## config.mk

```make
export PLATFORM = sky130hd
export DESIGN_NAME = radio_ctrl_top
export DESIGN_NICKNAME = d
export VERILOG_FILES = /design/src/logic/radio_ctrl_pkg.sv /design/src/logic/radio_ctrl_top.sv /design/src/logic/readback_mux.sv /design/src/logic/fe_atr_channel.sv /design/src/logic/apb_setting_decode.sv /design/src/logic/clock_ready_reset.sv
export VERILOG_INCLUDE_DIRS = /design/src /design/src/include
export SDC_FILE = /design/constraint.sdc
export NUM_CORES = 1
export LEC_CHECK = 0
export BUFFER_PORTS_ARGS = -buffer_cell sky130_fd_sc_hd__buf_2
export CORE_ASPECT_RATIO = 1.1
export CORE_MARGIN = 2
export CORE_UTILIZATION = 50
export CTS_BUF_LIST = sky130_fd_sc_hd__clkbuf_16
export DETAILED_ROUTE_END_ITERATION = 16
export PLACE_DENSITY = 0.76
export SLEW_MARGIN = 20
export SYNTH_ARGS = -nofsm -noshare
export SYNTH_HDL_FRONTEND = slang
export SYNTH_SLANG_ARGS = --single-unit
```

## constraint.sdc

```tcl
create_clock -name bus_clk -period 2.6 [get_ports bus_clk]
set_input_delay 0.52 -clock bus_clk [delete_from_list [all_inputs] [get_ports bus_clk]]
set_output_delay 0.52 -clock bus_clk [all_outputs]
set_load 0.03 [all_outputs]
```

## src/include/radio_ctrl_params.svh

```systemverilog
/* Build-time sizes and APB address layout of the radio control block
   Included by every module that needs the channel count or field positions */
`ifndef RADIO_CTRL_PARAMS_SVH
`define RADIO_CTRL_PARAMS_SVH

// Number of radio paths, sizes run inputs and pin outputs
`define NUM_CHAN 2

// Bus clocks after lock before the reset synchronizer is released
`define HOLDOFF_CYCLES 16

// paddr layout
`define CHAN_LSB 4   // Channel in bits 7..4
`define REG_LSB  2   // ATR word index in bits 3..2

`endif
```

## src/logic/radio_ctrl_pkg.sv

```systemverilog
/* Shared types for the radio front-end control block
   Imported by the bus decoder, the ATR channels, the readback stage and the top */
package radio_ctrl_pkg;

   ////////////////////////////////////////////////////////////////////////////
   // Vector types
   ////////////////////////////////////////////////////////////////////////////

   // One radio path's pin word, MSB first:
   // tx_enable, fdx_rx, fdx_tx, srx_rx, srx_tx, led_rx, led_txrx_rx, led_txrx_tx
   typedef logic [7:0]  atr_word_t;

   typedef logic [3:0]  chan_idx_t;   // Channel field of paddr
   typedef logic [1:0]  reg_idx_t;    // 0 idle, 1 rx, 2 tx, 3 full duplex
   typedef logic [31:0] bus_word_t;   // APB data width

   ////////////////////////////////////////////////////////////////////////////
   // Registered bus request, one cycle per APB setup phase
   ////////////////////////////////////////////////////////////////////////////
   typedef struct packed {
      logic      valid;   // High for the first access cycle only
      logic      write;
      logic      err;     // Channel beyond the mapped paths
      chan_idx_t chan;
      reg_idx_t  idx;
      atr_word_t wdata;   // Low byte of pwdata
   } bus_req_t;

endpackage

```

## src/logic/radio_ctrl_top.sv

```systemverilog
/* Radio front-end control block of the SDR board
   Reset release, APB settings port and one ATR channel per radio path */
`timescale 1ns/1ps
`include "radio_ctrl_params.svh"

module radio_ctrl_top
   import radio_ctrl_pkg::*;
(
   input  logic                      bus_clk,
   input  logic                      reset_global,
   input  logic                      locked,       // Clock manager lock
   // APB slave
   input  logic                      psel,
   input  logic                      penable,
   input  logic                      pwrite,
   input  logic [7:0]                paddr,
   input  bus_word_t                 pwdata,
   output bus_word_t                 prdata,
   output logic                      pready,
   output logic                      pslverr,
   // Radio paths
   input  logic [`NUM_CHAN-1:0]      run_rx,
   input  logic [`NUM_CHAN-1:0]      run_tx,
   output atr_word_t [`NUM_CHAN-1:0] fe_pins,
   output logic                      bus_rst       // Ready low for software
);

   bus_req_t                  req;
   atr_word_t [`NUM_CHAN-1:0] chan_rd;

   ////////////////////////////////////////////////////////////////////////////
   // Reset and bus front end
   ////////////////////////////////////////////////////////////////////////////
   clock_ready_reset u_reset (
      .bus_clk(bus_clk), .reset_global(reset_global), .locked(locked), .bus_rst(bus_rst)
   );

   apb_setting_decode u_decode (
      .bus_clk(bus_clk), .bus_rst(bus_rst),
      .psel(psel), .penable(penable), .pwrite(pwrite),
      .paddr(paddr), .pwdata(pwdata), .req(req)
   );

   ////////////////////////////////////////////////////////////////////////////
   // ATR channels and readback
   ////////////////////////////////////////////////////////////////////////////
   for (genvar i = 0; i < `NUM_CHAN; i++) begin : g_chan
      fe_atr_channel #(.CHAN_ID(i)) u_chan (
         .bus_clk(bus_clk), .bus_rst(bus_rst), .req(req),
         .run_rx(run_rx[i]), .run_tx(run_tx[i]),
         .rd_data(chan_rd[i]), .atr_pins(fe_pins[i])
      );
   end

   readback_mux u_readback (
      .bus_clk(bus_clk), .bus_rst(bus_rst), .req(req), .chan_rd(chan_rd),
      .prdata(prdata), .pready(pready), .pslverr(pslverr)
   );

endmodule

```

## src/logic/readback_mux.sv

```systemverilog
/* APB response stage for the ATR settings
   Picks the addressed channel's word and returns it with pready after one wait state */
`timescale 1ns/1ps
`include "radio_ctrl_params.svh"

module readback_mux
   import radio_ctrl_pkg::*;
(
   input  logic                          bus_clk,
   input  logic                          bus_rst,
   input  bus_req_t                      req,
   input  atr_word_t [`NUM_CHAN-1:0]     chan_rd,
   output bus_word_t                     prdata,
   output logic                          pready,
   output logic                          pslverr
);

   atr_word_t rd_sel;

   // Addressed channel, zero when the channel is unmapped
   always_comb begin
      rd_sel = '0;
      if (!req.err) begin
         for (int i = 0; i < `NUM_CHAN; i++) begin
            if (req.chan == chan_idx_t'(i)) rd_sel = chan_rd[i];
         end
      end
   end

   // Handshake, one cycle wide
   always_ff @(posedge bus_clk or posedge bus_rst) begin
      if (bus_rst) begin
         pready  <= 1'b0;
         pslverr <= 1'b0;
      end else begin
         pready  <= req.valid;
         pslverr <= req.valid & req.err;   // Only ever with pready
      end
   end

   // Read data, byte zero-extended to bus width
   always_ff @(posedge bus_clk) begin
      if (req.valid) prdata <= bus_word_t'(rd_sel);
   end

endmodule

```

## src/logic/fe_atr_channel.sv

```systemverilog
/* One radio path's ATR settings and front-end pin register
   Holds the idle, rx, tx and full-duplex words and drives the word for the run state */
`timescale 1ns/1ps

module fe_atr_channel
   import radio_ctrl_pkg::*;
#(
   parameter int CHAN_ID = 0
) (
   input  logic      bus_clk,
   input  logic      bus_rst,
   input  bus_req_t  req,
   input  logic      run_rx,
   input  logic      run_tx,
   output atr_word_t rd_data,
   output atr_word_t atr_pins
);

   atr_word_t atr_words [4];   // Indexed by reg_idx_t
   logic      wr_hit;
   reg_idx_t  run_state;

   // Write hit for this path, err never set here since chan is mapped
   assign wr_hit = req.valid & req.write & (req.chan == chan_idx_t'(CHAN_ID));

   // Same encoding as the word index, tx high and rx low
   assign run_state = {run_tx, run_rx};

   ////////////////////////////////////////////////////////////////////////////
   // Settings words
   ////////////////////////////////////////////////////////////////////////////
   always_ff @(posedge bus_clk or posedge bus_rst) begin
      if (bus_rst) begin
         for (int i = 0; i < 4; i++) begin
            atr_words[i] <= '0;                 // All words read 0 after reset
         end
      end else if (wr_hit) begin
         atr_words[req.idx] <= req.wdata;       // Lands at end of first access cycle
      end
   end

   assign rd_data = atr_words[req.idx];         // Readback stage qualifies by chan

   ////////////////////////////////////////////////////////////////////////////
   // Pin register
   ////////////////////////////////////////////////////////////////////////////
   // Follows run state or a rewritten word one cycle later
   always_ff @(posedge bus_clk or posedge bus_rst) begin
      if (bus_rst) atr_pins <= '0;              // Switches, LEDs, tx enable off
      else         atr_pins <= atr_words[run_state];
   end

endmodule

```

## src/logic/apb_setting_decode.sv

```systemverilog
/* APB slave front end for the ATR settings
   Turns each setup phase into one registered request for the channels and readback */
`timescale 1ns/1ps
`include "radio_ctrl_params.svh"

module apb_setting_decode
   import radio_ctrl_pkg::*;
(
   input  logic      bus_clk,
   input  logic      bus_rst,
   input  logic      psel,
   input  logic      penable,
   input  logic      pwrite,
   input  logic [7:0] paddr,
   input  bus_word_t pwdata,
   output bus_req_t  req
);

   logic      setup_phase;
   chan_idx_t chan_d;
   reg_idx_t  idx_d;

   logic      valid_q;
   logic      write_q;
   logic      err_q;
   chan_idx_t chan_q;
   reg_idx_t  idx_q;
   atr_word_t wdata_q;

   ////////////////////////////////////////////////////////////////////////////
   // Address split
   ////////////////////////////////////////////////////////////////////////////
   assign setup_phase = psel & ~penable;                     // First cycle of a transfer
   assign chan_d      = paddr[`CHAN_LSB +: $bits(chan_idx_t)];
   assign idx_d       = paddr[`REG_LSB  +: $bits(reg_idx_t)];

   // Request strobe, exactly one cycle per transfer
   always_ff @(posedge bus_clk or posedge bus_rst) begin
      if (bus_rst) valid_q <= 1'b0;
      else         valid_q <= setup_phase;
   end

   // Request fields, only looked at with valid
   always_ff @(posedge bus_clk) begin
      if (setup_phase) begin
         write_q <= pwrite;
         err_q   <= (chan_d >= chan_idx_t'(`NUM_CHAN));     // Unmapped path
         chan_q  <= chan_d;
         idx_q   <= idx_d;
         wdata_q <= pwdata[$bits(atr_word_t)-1:0];          // Upper bytes ignored
      end
   end

   assign req = '{valid: valid_q,
                  write: write_q,
                  err:   err_q,
                  chan:  chan_q,
                  idx:   idx_q,
                  wdata: wdata_q};

endmodule

```

## src/logic/clock_ready_reset.sv

```systemverilog
/* Clock-ready hold-off and bus reset release
   Keeps bus_rst high until the clock is locked and the hold-off count has run out */
`timescale 1ns/1ps
`include "radio_ctrl_params.svh"

module clock_ready_reset (
   input  logic bus_clk,
   input  logic reset_global,
   input  logic locked,
   output logic bus_rst
);

   localparam int CNT_W = $clog2(`HOLDOFF_CYCLES) + 1;

   logic             arst;           // Board reset or clock manager unlocked
   logic [CNT_W-1:0] holdoff_cnt;
   logic             clocks_ready;
   logic [1:0]       rst_sync;       // [1] is the output stage

   assign arst = reset_global | ~locked;

   // Hold-off counter, stops once ready
   always_ff @(posedge bus_clk or posedge arst) begin
      if (arst) begin
         holdoff_cnt  <= '0;
         clocks_ready <= 1'b0;
      end else if (!clocks_ready) begin
         holdoff_cnt  <= holdoff_cnt + 1'b1;
         clocks_ready <= (holdoff_cnt == CNT_W'(`HOLDOFF_CYCLES - 1)); // Flag on edge N
      end
   end

   // Two-stage sync, async assert and clocked release
   always_ff @(posedge bus_clk or posedge arst) begin
      if (arst) rst_sync <= 2'b11;
      else      rst_sync <= {rst_sync[0], ~clocks_ready};
   end

   assign bus_rst = rst_sync[1];   // Falls HOLDOFF_CYCLES+2 edges after release

endmodule

```

== Yosys cells after proc, flatten, opt, wreduce, memory -nomap -nowiden ==
Index checks and enable logic that the tools add are counted.

* $add $sub $neg: 1
* $lt $le $gt $ge: 5
* Equal/unequal tests: 2
* Muxes and demuxes: 19
* Bitwise gates (word level): 12
* Reductions and logical operators: 2

{| class="wikitable"
|+ Operator list
! operator !! number
|-
| $mux W8 || 11
|-
| $bmux W8 S2 || 4
|-
| $bwmux W32 || 2
|-
| $demux W8 S2 || 1
|-
| $ge A3 B3 Y1 const B || 3
|-
| $not A2 Y3 || 3
|-
| $add A5 B1 Y5 const B || 1
|-
| $and A1 B1 Y1 || 5
|-
| $eq A5 B4 Y1 const B || 1
|-
| $eq A4 B1 Y1 const B || 1
|-
| $ge A4 B2 Y1 const B || 1
|-
| $logic_not A4 Y1 || 1
|-
| $lt A3 B1 Y1 const B || 1
|-
| $not A1 Y1 || 3
|-
| $logic_and A1 B1 Y1 || 1
|-
| $mux W1 || 1
|-
| $or A1 B1 Y1 || 1
|}

* Register bits: 115
* Bits of input ports: 50
* Output and inout bits: 51
* Logic and storage cells: 63

== Depth between registers and ports, before layout ==
Gate-level depths: netlist (run 1).

* Word-level depth: 6
* Depth in mapped cells: 5
* Mapped depth without buffers: 4

== Cells and area by module ==
A second synthesis (run 1) with hierarchy kept.

* Cell total of the unflattened synthesis: 305
* Area, all modules: 5277.6 µm²

{| class="wikitable"
|+ Modules (own cells, without submodules)
! module !! instances !! cells each !! area an instance (µm²) !! sequential area each (µm²)
|-
| fe_atr_channel at g_chan[1].u_chan || 1 || 101 || 1889.3 || 1001.0
|-
| fe_atr_channel at g_chan[0].u_chan || 1 || 101 || 1873.0 || 1001.0
|-
| readback_mux || 1 || 56 || 610.6 || 290.3
|-
| apb_setting_decode || 1 || 23 || 544.3 || 505.5
|-
| clock_ready_reset || 1 || 24 || 360.3 || 202.7
|}

== Worst setup path after synthesis (run 1) ==
Ideal clock, no wire load.

* Path type: reg2reg
* Start: reg u_decode.idx_q[1]
* End: reg g_chan[0].u_chan.atr_words[16] (netlist bit)
* Library setup time: 125 ps
* Arrival time: 1893 ps
* Required time: 2475 ps
* Setup slack: 583 ps
* Cell stages (with the launch flop): 5
* Path buffers: 1
* Period minus slack after synthesis: 2017 ps
* Cells stage by stage: edfxtp_1 -> buf_6 -> or4_4 -> nor4b_4 -> mux2_2

* Longest elaborated chain between the ends: 6
* Elaborated cells between the ends (all ways): 7
* Those cells by class: 2 x order compare; 3 x mux; 1 x bitwise; 1 x reduce/logical

{| class="wikitable"
|+ Ends and longest elaborated chain
! element !! RTL line !! text
|-
| start: declaration || apb_setting_decode.sv:27 || <nowiki>reg_idx_t idx_q;</nowiki>
|-
| start signal: assignment || apb_setting_decode.sv:49 || <nowiki>idx_q <= idx_d;</nowiki>
|-
| $not A2 Y3 (implied by the code) * || fe_atr_channel.sv:38 || <nowiki>atr_words[req.idx] <= req.wdata;</nowiki>
|-
| $ge A3 B3 Y1 (implied by the code) or $lt A3 B1 Y1 (tied branches) || fe_atr_channel.sv:38 ||
|-
| $logic_and A1 B1 Y1 (implied by the code) || fe_atr_channel.sv:38 ||
|-
| $mux W8 (implied by the code) || fe_atr_channel.sv:38 ||
|-
| $demux W8 S2 * || fe_atr_channel.sv:38 ||
|-
| $bwmux W32 * || fe_atr_channel.sv:38 ||
|-
| end signal: indexed assignment || fe_atr_channel.sv:38 ||
|-
| end: declaration || fe_atr_channel.sv:19 || <nowiki>atr_word_t atr_words [4];</nowiki>
|}

Mark *: on every way between the ends. The rest lies on a longest branch, timed or not.
A chain may end at the register's enable or synchronous reset.

== Worst setup path in the final report (run 1) ==
* Start: reg u_decode.valid_q
* End: reg g_chan[0].u_chan.atr_words[27] (netlist bit)

* Longest elaborated chain between the ends: 2

{| class="wikitable"
|+ Ends and longest elaborated chain
! element !! RTL line !! text
|-
| start: declaration || apb_setting_decode.sv:23 || <nowiki>logic valid_q;</nowiki>
|-
| start signal: assignment || apb_setting_decode.sv:40 || <nowiki>else valid_q <= setup_phase;</nowiki>
|-
| $and A1 B1 Y1 (2 in a row) || fe_atr_channel.sv:24 || <nowiki>assign wr_hit = req.valid & req.write & (req.chan == chan_idx_t'(CHAN_ID));</nowiki>
|}

No other way between the ends.

==> results of run 1 <==
[power by group through the flow]
stage	registers [mW]	clock network [mW]	logic (mW)
6_report	2.03	2.20	0.322
5_1_grt	2.04	2.33	0.344
4_1_cts	2.03	2.24	0.326
3_5_place_dp	2.05	0	0.324
3_3_place_gp	2.05	0	0.318
2_1_floorplan	2.07	0	0.241
[cells in the mapped netlist]
master / count / share of area [%]
ha_1: 2 / 0.49
nor4b_4: 1 / 0.47
inv_1: 11 / 0.81
nand3_1: 11 / 1.1
nor3_2: 1 / 0.20
nor4b_2: 1 / 0.30
nor3b_2: 1 / 0.25
mux4_2: 31 / 14
mux2_2: 65 / 14
nand4bb_1: 1 / 0.22
nand2_1: 5 / 0.37
buf_4: 24 / 3.6
nand4_1: 1 / 0.12
clkbuf_1: 4 / 0.30
mux4_1: 1 / 0.52
or3_1: 1 / 0.12
or2_2: 1 / 0.12
nor4_1: 1 / 0.12
buf_2: 2 / 0.20
and2_1: 1 / 0.12
nor4bb_1: 1 / 0.20
nand2b_1: 1 / 0.12
nor4_2: 1 / 0.25
nor2b_1: 2 / 0.25
edfxtp_1: 24 / 14
or4_4: 1 / 0.22
and3_1: 2 / 0.25
dfrtp_1: 89 / 44
o21ai_0: 9 / 0.89
conb_1: 1 / 0.074
xnor2_1: 3 / 0.52
buf_6: 1 / 0.22
buf_1: 3 / 0.22
dfstp_2: 2 / 1.0
[state kept, by name, indices dropped and copies added (netlist names)]
register,flops
u_decode.err_q,1
u_reset.clocks_ready,1
g_chan.u_chan.atr_words,64
u_decode.valid_q,1
u_decode.idx_q,2
u_decode.chan_q,4
u_reset.holdoff_cnt,5
u_decode.wdata_q,8
g_chan.u_chan.atr_pins,16
u_readback.prdata,8
u_reset.rst_sync,2
u_decode.write_q,1
u_readback.pready,1
u_readback.pslverr,1
[how the worst max path moves through the flow]
stage / start / to
after floorplan: u_reset.rst_sync[1] / g_chan[0].u_chan.atr_pins[0]
after global placement: u_decode.idx_q[1] / g_chan[1].u_chan.atr_words[18]
after detailed placement: u_decode.idx_q[1] / g_chan[1].u_chan.atr_words[16]
after CTS: u_decode.valid_q / g_chan[0].u_chan.atr_words[27]
after global routing: u_decode.valid_q / g_chan[0].u_chan.atr_words[27]
final: u_decode.valid_q / g_chan[0].u_chan.atr_words[27]
[cells by family (layout without fill, tap and decap cells)]
| logic type | after synthesis | in the layout | synth area share, % |
|---|---|---|---|
| AOI/OAI and AO/OA | 9 | 9 | 0.889 |
| xor gates and xnor gates | 3 | 3 | 0.518 |
| adders and majority gates | 2 | 2 | 0.494 |
| buffers and inverters | 45 | 103 | 5.31 |
| DFF | 115 | 115 | 59.2 |
| muxes | 97 | 97 | 28.7 |
| other | 1 | 24 | 0.0740 |
| and+or+nand+nor | 34 | 34 | 4.79 |
[per-layer routing]
layer,routed length [um],track usage (%),vias to the layer above
li1,-,-,1236
met1,3900,23.1,1444
met2,5070,32.6,86
met3,366,5.59,6
met4,82,6.95,0
met5,0,0,-
[layout make-up]
class	instances	share of cell area, %
flip-flops and latches	115	50.1
multi-input cells	169	31.5
clock buffers	18	7.52
repair buffers	60	5.64
well taps	120	2.51
clock inverters	14	2.03
inverters	11	0.710
[metrics by stage]
stage	power, mW	utilization, %
2_1_floorplan	2.31	-
3_3_place_gp	2.37	54.8
5_1_grt	4.71	60.6
4_1_cts	4.59	60.6
3_5_place_dp	2.38	54.8
6_report	4.54	60.6
==> results by group, run 1 <==
Logic synthesis
  • Count of state elements after synthesis: 115
  • Post-Synthesis Cell Area: between 5000 and 6000 um^2
  • Number of cells produced by synthesis: approximately 310
  • Fraction of the yosys area taken by sequential cells: roughly 59%
  • Yosys warnings: 0
  • Syn avg cell area: around 17 um^2
  • Count of different cell masters after synthesis: 34

Final layout
  • Area Overhead vs Synth: 18.1%
  • Share of cells above drive strength 1: 49.6%
  • Total Nets Final: between 400 and 500
  • Final Cell Area: between 5000 and 6000 um^2
  • Commonest cells after routing, fill and taps aside: dfrtp_1, mux2_2, buf_2
  • Diodes inserted: 0
  • Leading cell type in the layout, fill and taps excluded: dfrtp_1
  • Area of the multi-input gates: roughly 1900 um^2
  • Number of non-filler instances in the completed layout: a little over 500
  • Sequential Area: between 3000 and 4000 um^2
  • # fillers: approximately 740

Job
  • Max Cap Violations: 0

Critical path
  • Nature of the critical path endpoint: flip-flop
  • Type of element launching the critical path: flip-flop
  • Top cell family by delay on the critical path: simple AND/OR/NAND/NOR gates
  • Biggest cell delay along the critical path: ~700 ps
  • Reg2Reg Setup Slack: about 480 ps
  • Buffer and inverter count on the worst path: 0
  • Crit path max fanout: 14
  • Cell with the largest stage delay on the worst path: dfrtp_1
  • Critical path, cell by cell: nor4bb_1 > nand2_1 > mux2_2
  • Req. time, crit path: 2880 ps
  • Reg-to-reg critical path endpoint: g_chan[0].u_chan.atr_words[27]
  • Worst flop-to-flop path startpoint: u_decode.valid_q
  • Crit Path Category: reg -> reg
  • Instance count on the critical path: 3
  • Worst Path Arrival: around 2400 ps
  • Length in cells of the worst reg-to-reg path: 3

Global route
  • Total Routing Usage GR: between 10% and 20%
  • Global-route wire length before repair: 15.0 mm
  • Pin count of the biggest net entering global routing: 55
  • Initial antenna violation count: 0
  • Vias in the first global route: 2901
  • GRT overflow: 0

STA
  • Pin slew with the least headroom to its limit: 643 ps
  • Slew HR: 57.0%
  • Final period utilization: 81.4%
  • RSZ-0062 raised after global routing: no
  • Pins over their slew limit: 0
  • FMAX: around 470 MHz
  • Post-route worst hold slack: around 230 ps
  • Worst-case clock skew: around 10 ps
  • Total Negative Setup Slacks: 0 ps
  • Final Hold Fails: 0
  • Minimum period implied by the final worst setup slack: between 2000 and 2500 ps
  • Post-route setup slack: 484 ps
  • # setup viols final: 0

Floorplanning
  • Die height: about 110 um
  • Width of the chip: around 100 um
  • Number of cell rows: 38
  • Initial core utilization: 51.3%
  • I/O pin count: 101
  • Area of the die: ~11000 um^2
  • Core region area: 9890 um^2

Clock network
  • Clock insertion delay at the later pin of the skew report: 400 ps
  • Total clock buffers created by CTS: 17
  • Clock-pin slew of the registers on the worst-case setup and hold paths: 50 ps
  • Root buffer cell: clkbuf_16
  • Number of post-CTS setup repair buffers: 0
  • Count of cells resized by post-cts repair: 0
  • Count of hold buffers inserted by post-cts repair: 0
  • Buffer levels on the longest clock path: 2
  • # H-tree levels: 4
  • CTS tree: built
  • Clock sink count: approximately 120

Run status
  • Result of the run: complete, no violations

Power and ir drop
  • Internal portion of total power: approximately 3.5 mW
  • Power per unit of standard cell area: roughly 760 nW/um^2
  • Switching portion of total power: roughly 22%
  • Maximum VDD drop: around 0.00044 V
  • Share of total power in the clock network: between 40% and 50%
  • Combinational fraction of design power: 7.1%
  • Net switching power figure: slightly above 1 mW
  • Static leakage: 2.84 nW
  • Flop pwr share: between 40% and 50%

Placement
  • Count of port buffers added during placement: 50
  • Placement-stage cell area: approximately 5400 um^2
  • Placer Congestion: roughly 0.7
  • Worst-case setup slack after placement: ~500 ps
  • Cell count after placement: approximately 480
  • Half-perimeter wire length after detailed placement: 6.13 mm

Routing
  • Drt first-iter violations: ~110
  • Final wirelength: 9.42 mm
  • Via count normalized by instance count: 5.47
  • Number of routed nets with antenna violations: 0
  • Wirelength per Cell: about 19 um
  • DR DRC count: 0
  • First-pass iteration count of the detailed router: 4
  • DR vias: between 2000 and 3000

Worst hold path
  • Class of the tightest hold or removal check: in -> async
Power figures use the tool's default switching activity.
==> inputs of run 2 (changes only) <==
- ABC_AREA: unset -> 1
- clock period: 2.6 -> 1.9 ns (I/O delays scaled with it)
==> run 2 against run 1 <==
  * Register-to-register slack lost 170 ps
  * Wire length rose by 29%
  * Global-route usage up 3.7 points
  * Highest routed layer unchanged
  * Clock power is 47% higher
  * Cell area grew 4.6%
  * Die area increased by 7.0%
  * Core utilization fell by 0.87 points
  * Synthesized area grew 7.3%
  * Sequential power is 35% higher
  * Fmax is 33% higher
  * Synthesized cell count increased by 97%
==> results by group, run 2 <==
Clock network
  • # H-tree levels: 4 (unchanged)
  • Clock insertion delay at the later pin of the skew report: 410 ps (about the same)
  • Count of hold buffers inserted by post-cts repair: 0 (unchanged)
  • Total clock buffers created by CTS: 17 (unchanged)
  • Buffer levels on the longest clock path: 2 (unchanged)
  • Count of cells resized by post-cts repair: 0 (unchanged)
  • Clock sink count: 115 (unchanged)
  • CTS tree: built
  • Root buffer cell: clkbuf_16
  • Number of post-CTS setup repair buffers: 0 (unchanged)
  • Clock-pin slew of the registers on the worst-case setup and hold paths: 50 ps (about the same)

Routing
  • Met2 wirelength from detailed routing: 6.03 mm (+19%)
  • Wirelength per Cell: 14.9 um (-20%)
  • DR DRC count: 0 (unchanged)
  • Drt first-iter violations: 317 (+180%)
  • First-pass iteration count of the detailed router: 5 (+1)
  • DR vias: 4220 (+52%)
  • Via count normalized by instance count: 5.20 (-4.8%)
  • Sum of met3 wire segment lengths after detailed routing: 773 um (+110%)
  • Number of routed nets with antenna violations: 0 (unchanged)
  • Highest routed metal layer: met4
  • Final wirelength: 12.1 mm (+29%)
  • Routed metal-1 wire length: 4.94 mm (+27%)

Floorplanning
  • Number of cell rows: 39 (+2.6%)
  • Die height: 113 um (+3.5%)
  • I/O pin count: 101 (unchanged)
  • Initial core utilization: 51.9% (+0.60 points)
  • Area of the die: 11700 um^2 (+7.0%)
  • Width of the chip: 103 um (+3.5%)
  • Core region area: 10500 um^2 (+6.1%)

STA
  • Total Negative Setup Slacks: 0 ps (unchanged)
  • Post-route worst hold slack: 69.9 ps (-160 ps)
  • Pins over their slew limit: 0 (unchanged)
  • RSZ-0062 raised after global routing: no
  • Pin slew with the least headroom to its limit: 635 ps (-7.67 ps)
  • Slew HR: 57.5% (+0.44 points)
  • Minimum period implied by the final worst setup slack: 1590 ps (-526 ps)
  • Worst-case clock skew: 7.69 ps (-2.05 ps)
  • Final Hold Fails: 0 (unchanged)
  • FMAX: 629 MHz (+33%)
  • # setup viols final: 0 (unchanged)
  • Final period utilization: 83.7% (+2.3 points)

Final layout
  • # fillers: 894 (+20%)
  • Diodes inserted: 0 (unchanged)
  • Leading cell type in the layout, fill and taps excluded: nand2_1
  • Registers with the most flip-flops: g_chan.u_chan.atr_words: 64 flops, g_chan.u_chan.atr_pins: 16 flops
  • Total Nets Final: 707 (+66%)
  • Register bank with the most flops: g_chan.u_chan.atr_words
  • Share of cells above drive strength 1: 19.5% (-30 points)
  • Number of non-filler instances in the completed layout: 811 (+60%)
  • Commonest cells after routing, fill and taps aside: nand2_1, dfrtp_1, buf_2
  • Number of flip-flops in the largest register: 64 (unchanged)
  • Area Overhead vs Synth: 15.1%

Global route
  • Global-route wire length before repair: 20.0 mm (+33%)
  • Pin count of the biggest net entering global routing: 84 (+53%)
  • GRT overflow: 0 (unchanged)
  • Vias in the first global route: 4001 (+38%)
  • Initial antenna violation count: 0 (unchanged)
  • Total Routing Usage GR: 22.8% (+3.7 points)

Worst hold path
  • Class of the tightest hold or removal check: in -> async

Logic synthesis
  • Post-Synthesis Cell Area: 5440 um^2 (+7.3%)
  • Top-count cell post-synth: nand2_1
  • Syn avg cell area: 9.02 um^2 (-46%)
  • Yosys warnings: 0 (unchanged)
  • Count of state elements after synthesis: 115 (unchanged)
  • List of most frequent post-synthesis cells: nand2_1, dfrtp_1, o21ai_1
  • Biggest area contributors in the synthesized netlist: dfrtp_1, nand2_1, edfxtp_1
  • Primary FF master, synth: dfrtp_1
  • Number of cells produced by synthesis: 603 (+97%)
  • Area share of the leading cell type in the synthesized netlist: 40.9% (-3.0 points)
  • Async S/R FF share, synth: 79.1% (unchanged)
  • Count of different cell masters after synthesis: 31 (-8.8%)
  • EDFF count, synth: 24 (unchanged)
  • Library cell with the largest summed area after synthesis: dfrtp_1
  • Fraction of the yosys area taken by sequential cells: 55.2% (-4.0 points)

Placement
  • Placer Congestion: 0.837 (+20%)
  • Count of port buffers added during placement: 50 (unchanged)
  • Half-perimeter wire length after detailed placement: 7.76 mm (+27%)
  • Cell count after placement: 779 (+64%)

Critical path
  • Crit path max fanout: 33 (+19)
  • Critical path, cell by cell: inv_4 > nand2_1 > nand2_1 > nand2_1 > nand2_1 > nand2_1 > a21oi_1
  • Cell with the largest stage delay on the worst path: edfxtp_1
  • Worst Path Arrival: 1800 ps (-600 ps)
  • Nature of the critical path endpoint: flip-flop
  • Top cell family by delay on the critical path: flip-flops
  • Biggest cell delay along the critical path: 450 ps (-240 ps)
  • Crit Path Category: reg -> reg
  • Type of element launching the critical path: flip-flop
  • Req. time, crit path: 2110 ps (-770 ps)
  • Buffer and inverter count on the worst path: 1 (+1)
  • Crit path top cell by count: nand2_1

Power and ir drop
  • Combinational fraction of design power: 8.6% (+1.5 points)
  • Static leakage: 3.20 nW (+13%)
  • Power per unit of standard cell area: 1050 nW/um^2 (+38%)
  • Flop pwr share: 42.1% (-2.5 points)
  • Switching portion of total power: 24.0% (+1.7 points)
  • Net switching power figure: 1.57 mW (+55%)
  • Maximum VDD drop: 0.000587 V (+35%)
  • Internal portion of total power: 4.97 mW (+41%)
  • Share of total power in the clock network: 49.3% (+1.0 points)

Run status
  • Result of the run: complete, no violations

Job
  • Max Cap Violations: 0 (unchanged)
==> run 2: cell count changes after synthesis, moves of 8 or more <==
cell / change
nand2_4: +8
o22ai_1: +16
nor2_1: +35
a21oi_1: +8
mux2_2: -65
inv_1: +12
o21ai_0: +24
nand2_1: +223
o21ai_1: +47
o21ai_2: +17
buf_6: +8
nand3_1: -11
mux4_2: -31
==> run 2: stage by stage <==
stage / total power [mW] / area (um^2) / util (%) / worst slack, ps
after floorplan: 3.23 / 5530 / - / 384
after global placement: 3.33 / 5660 / 54.0 / 379
after detailed placement: 3.35 / 5660 / 54.0 / 349
after CTS: 6.57 / 6260 / 59.7 / 334
after global routing: 6.79 / 6260 / 59.7 / 192
final: 6.54 / 6260 / 59.7 / 309
==> run 2: metal layers <==
layer,up-vias,global-route usage [%]
li1,2010,-
met4,0,11.3
met3,30,5.39
met5,-,0
met2,201,35.2
met1,1979,29.9
==> run 2: area by class of cell <==
type                            count  area [um^2]  area share (%)
Clock inverter                     15          174            2.78
Multi-Input combinational cell    438         2060            33.0
Clock buffer                       17          425            6.79
Tap cell                          143          179            2.86
Inverter                           26          104            1.66
Timing Repair Buffer               57          315            5.04
Sequential cell                   115         3000            47.9
==> run 2: power groups by stage <==
stage | registers (mW) | logic [mW] | clock network (mW)
floorplan | 2.83 | 0.400 | 0
global placement | 2.79 | 0.543 | 0
detailed placement | 2.79 | 0.555 | 0
CTS | 2.75 | 0.560 | 3.26
global route | 2.77 | 0.627 | 3.40
finish | 2.75 | 0.564 | 3.23
==> run 2: cell families after synthesis <==
kind of cell    synth area share, %
xor+xnor                      0.483
simple gates                   22.7
fa+ha+maj                     0.460
buf+inv                        8.51
other cells                  0.0689
flops                          55.2
compound gates                 12.7
==> run 2: tightest hold or removal path, delay by kind of cell <==
family / cells / cell delay (ps)
and+or+nand+nor: 1 / 480
buffers and inverters: 2 / 110
==> run 2: worst paths after layout <==
| path | depth (start not counted) | slack, ps | end | startpoint |
|---|---|---|---|---|
| setup reg to reg | 7 | 310 | u_readback.prdata[4] | u_decode.idx_q[0] |
| hold / removal | 3 | 70 | u_reset.holdoff_cnt[0] | locked |
| hold reg to reg | 0 | 360 | u_reset.rst_sync[1] | u_reset.rst_sync[0] |
| min in group bus_clk | 1 | 140 | u_decode.chan_q[0] | paddr[4] |
| setup / recovery | 7 | 310 | u_readback.prdata[4] | u_decode.idx_q[0] |
| max in group asynchronous | 2 | 1190 | g_chan[1].u_chan.atr_words[23] | u_reset.rst_sync[1] |
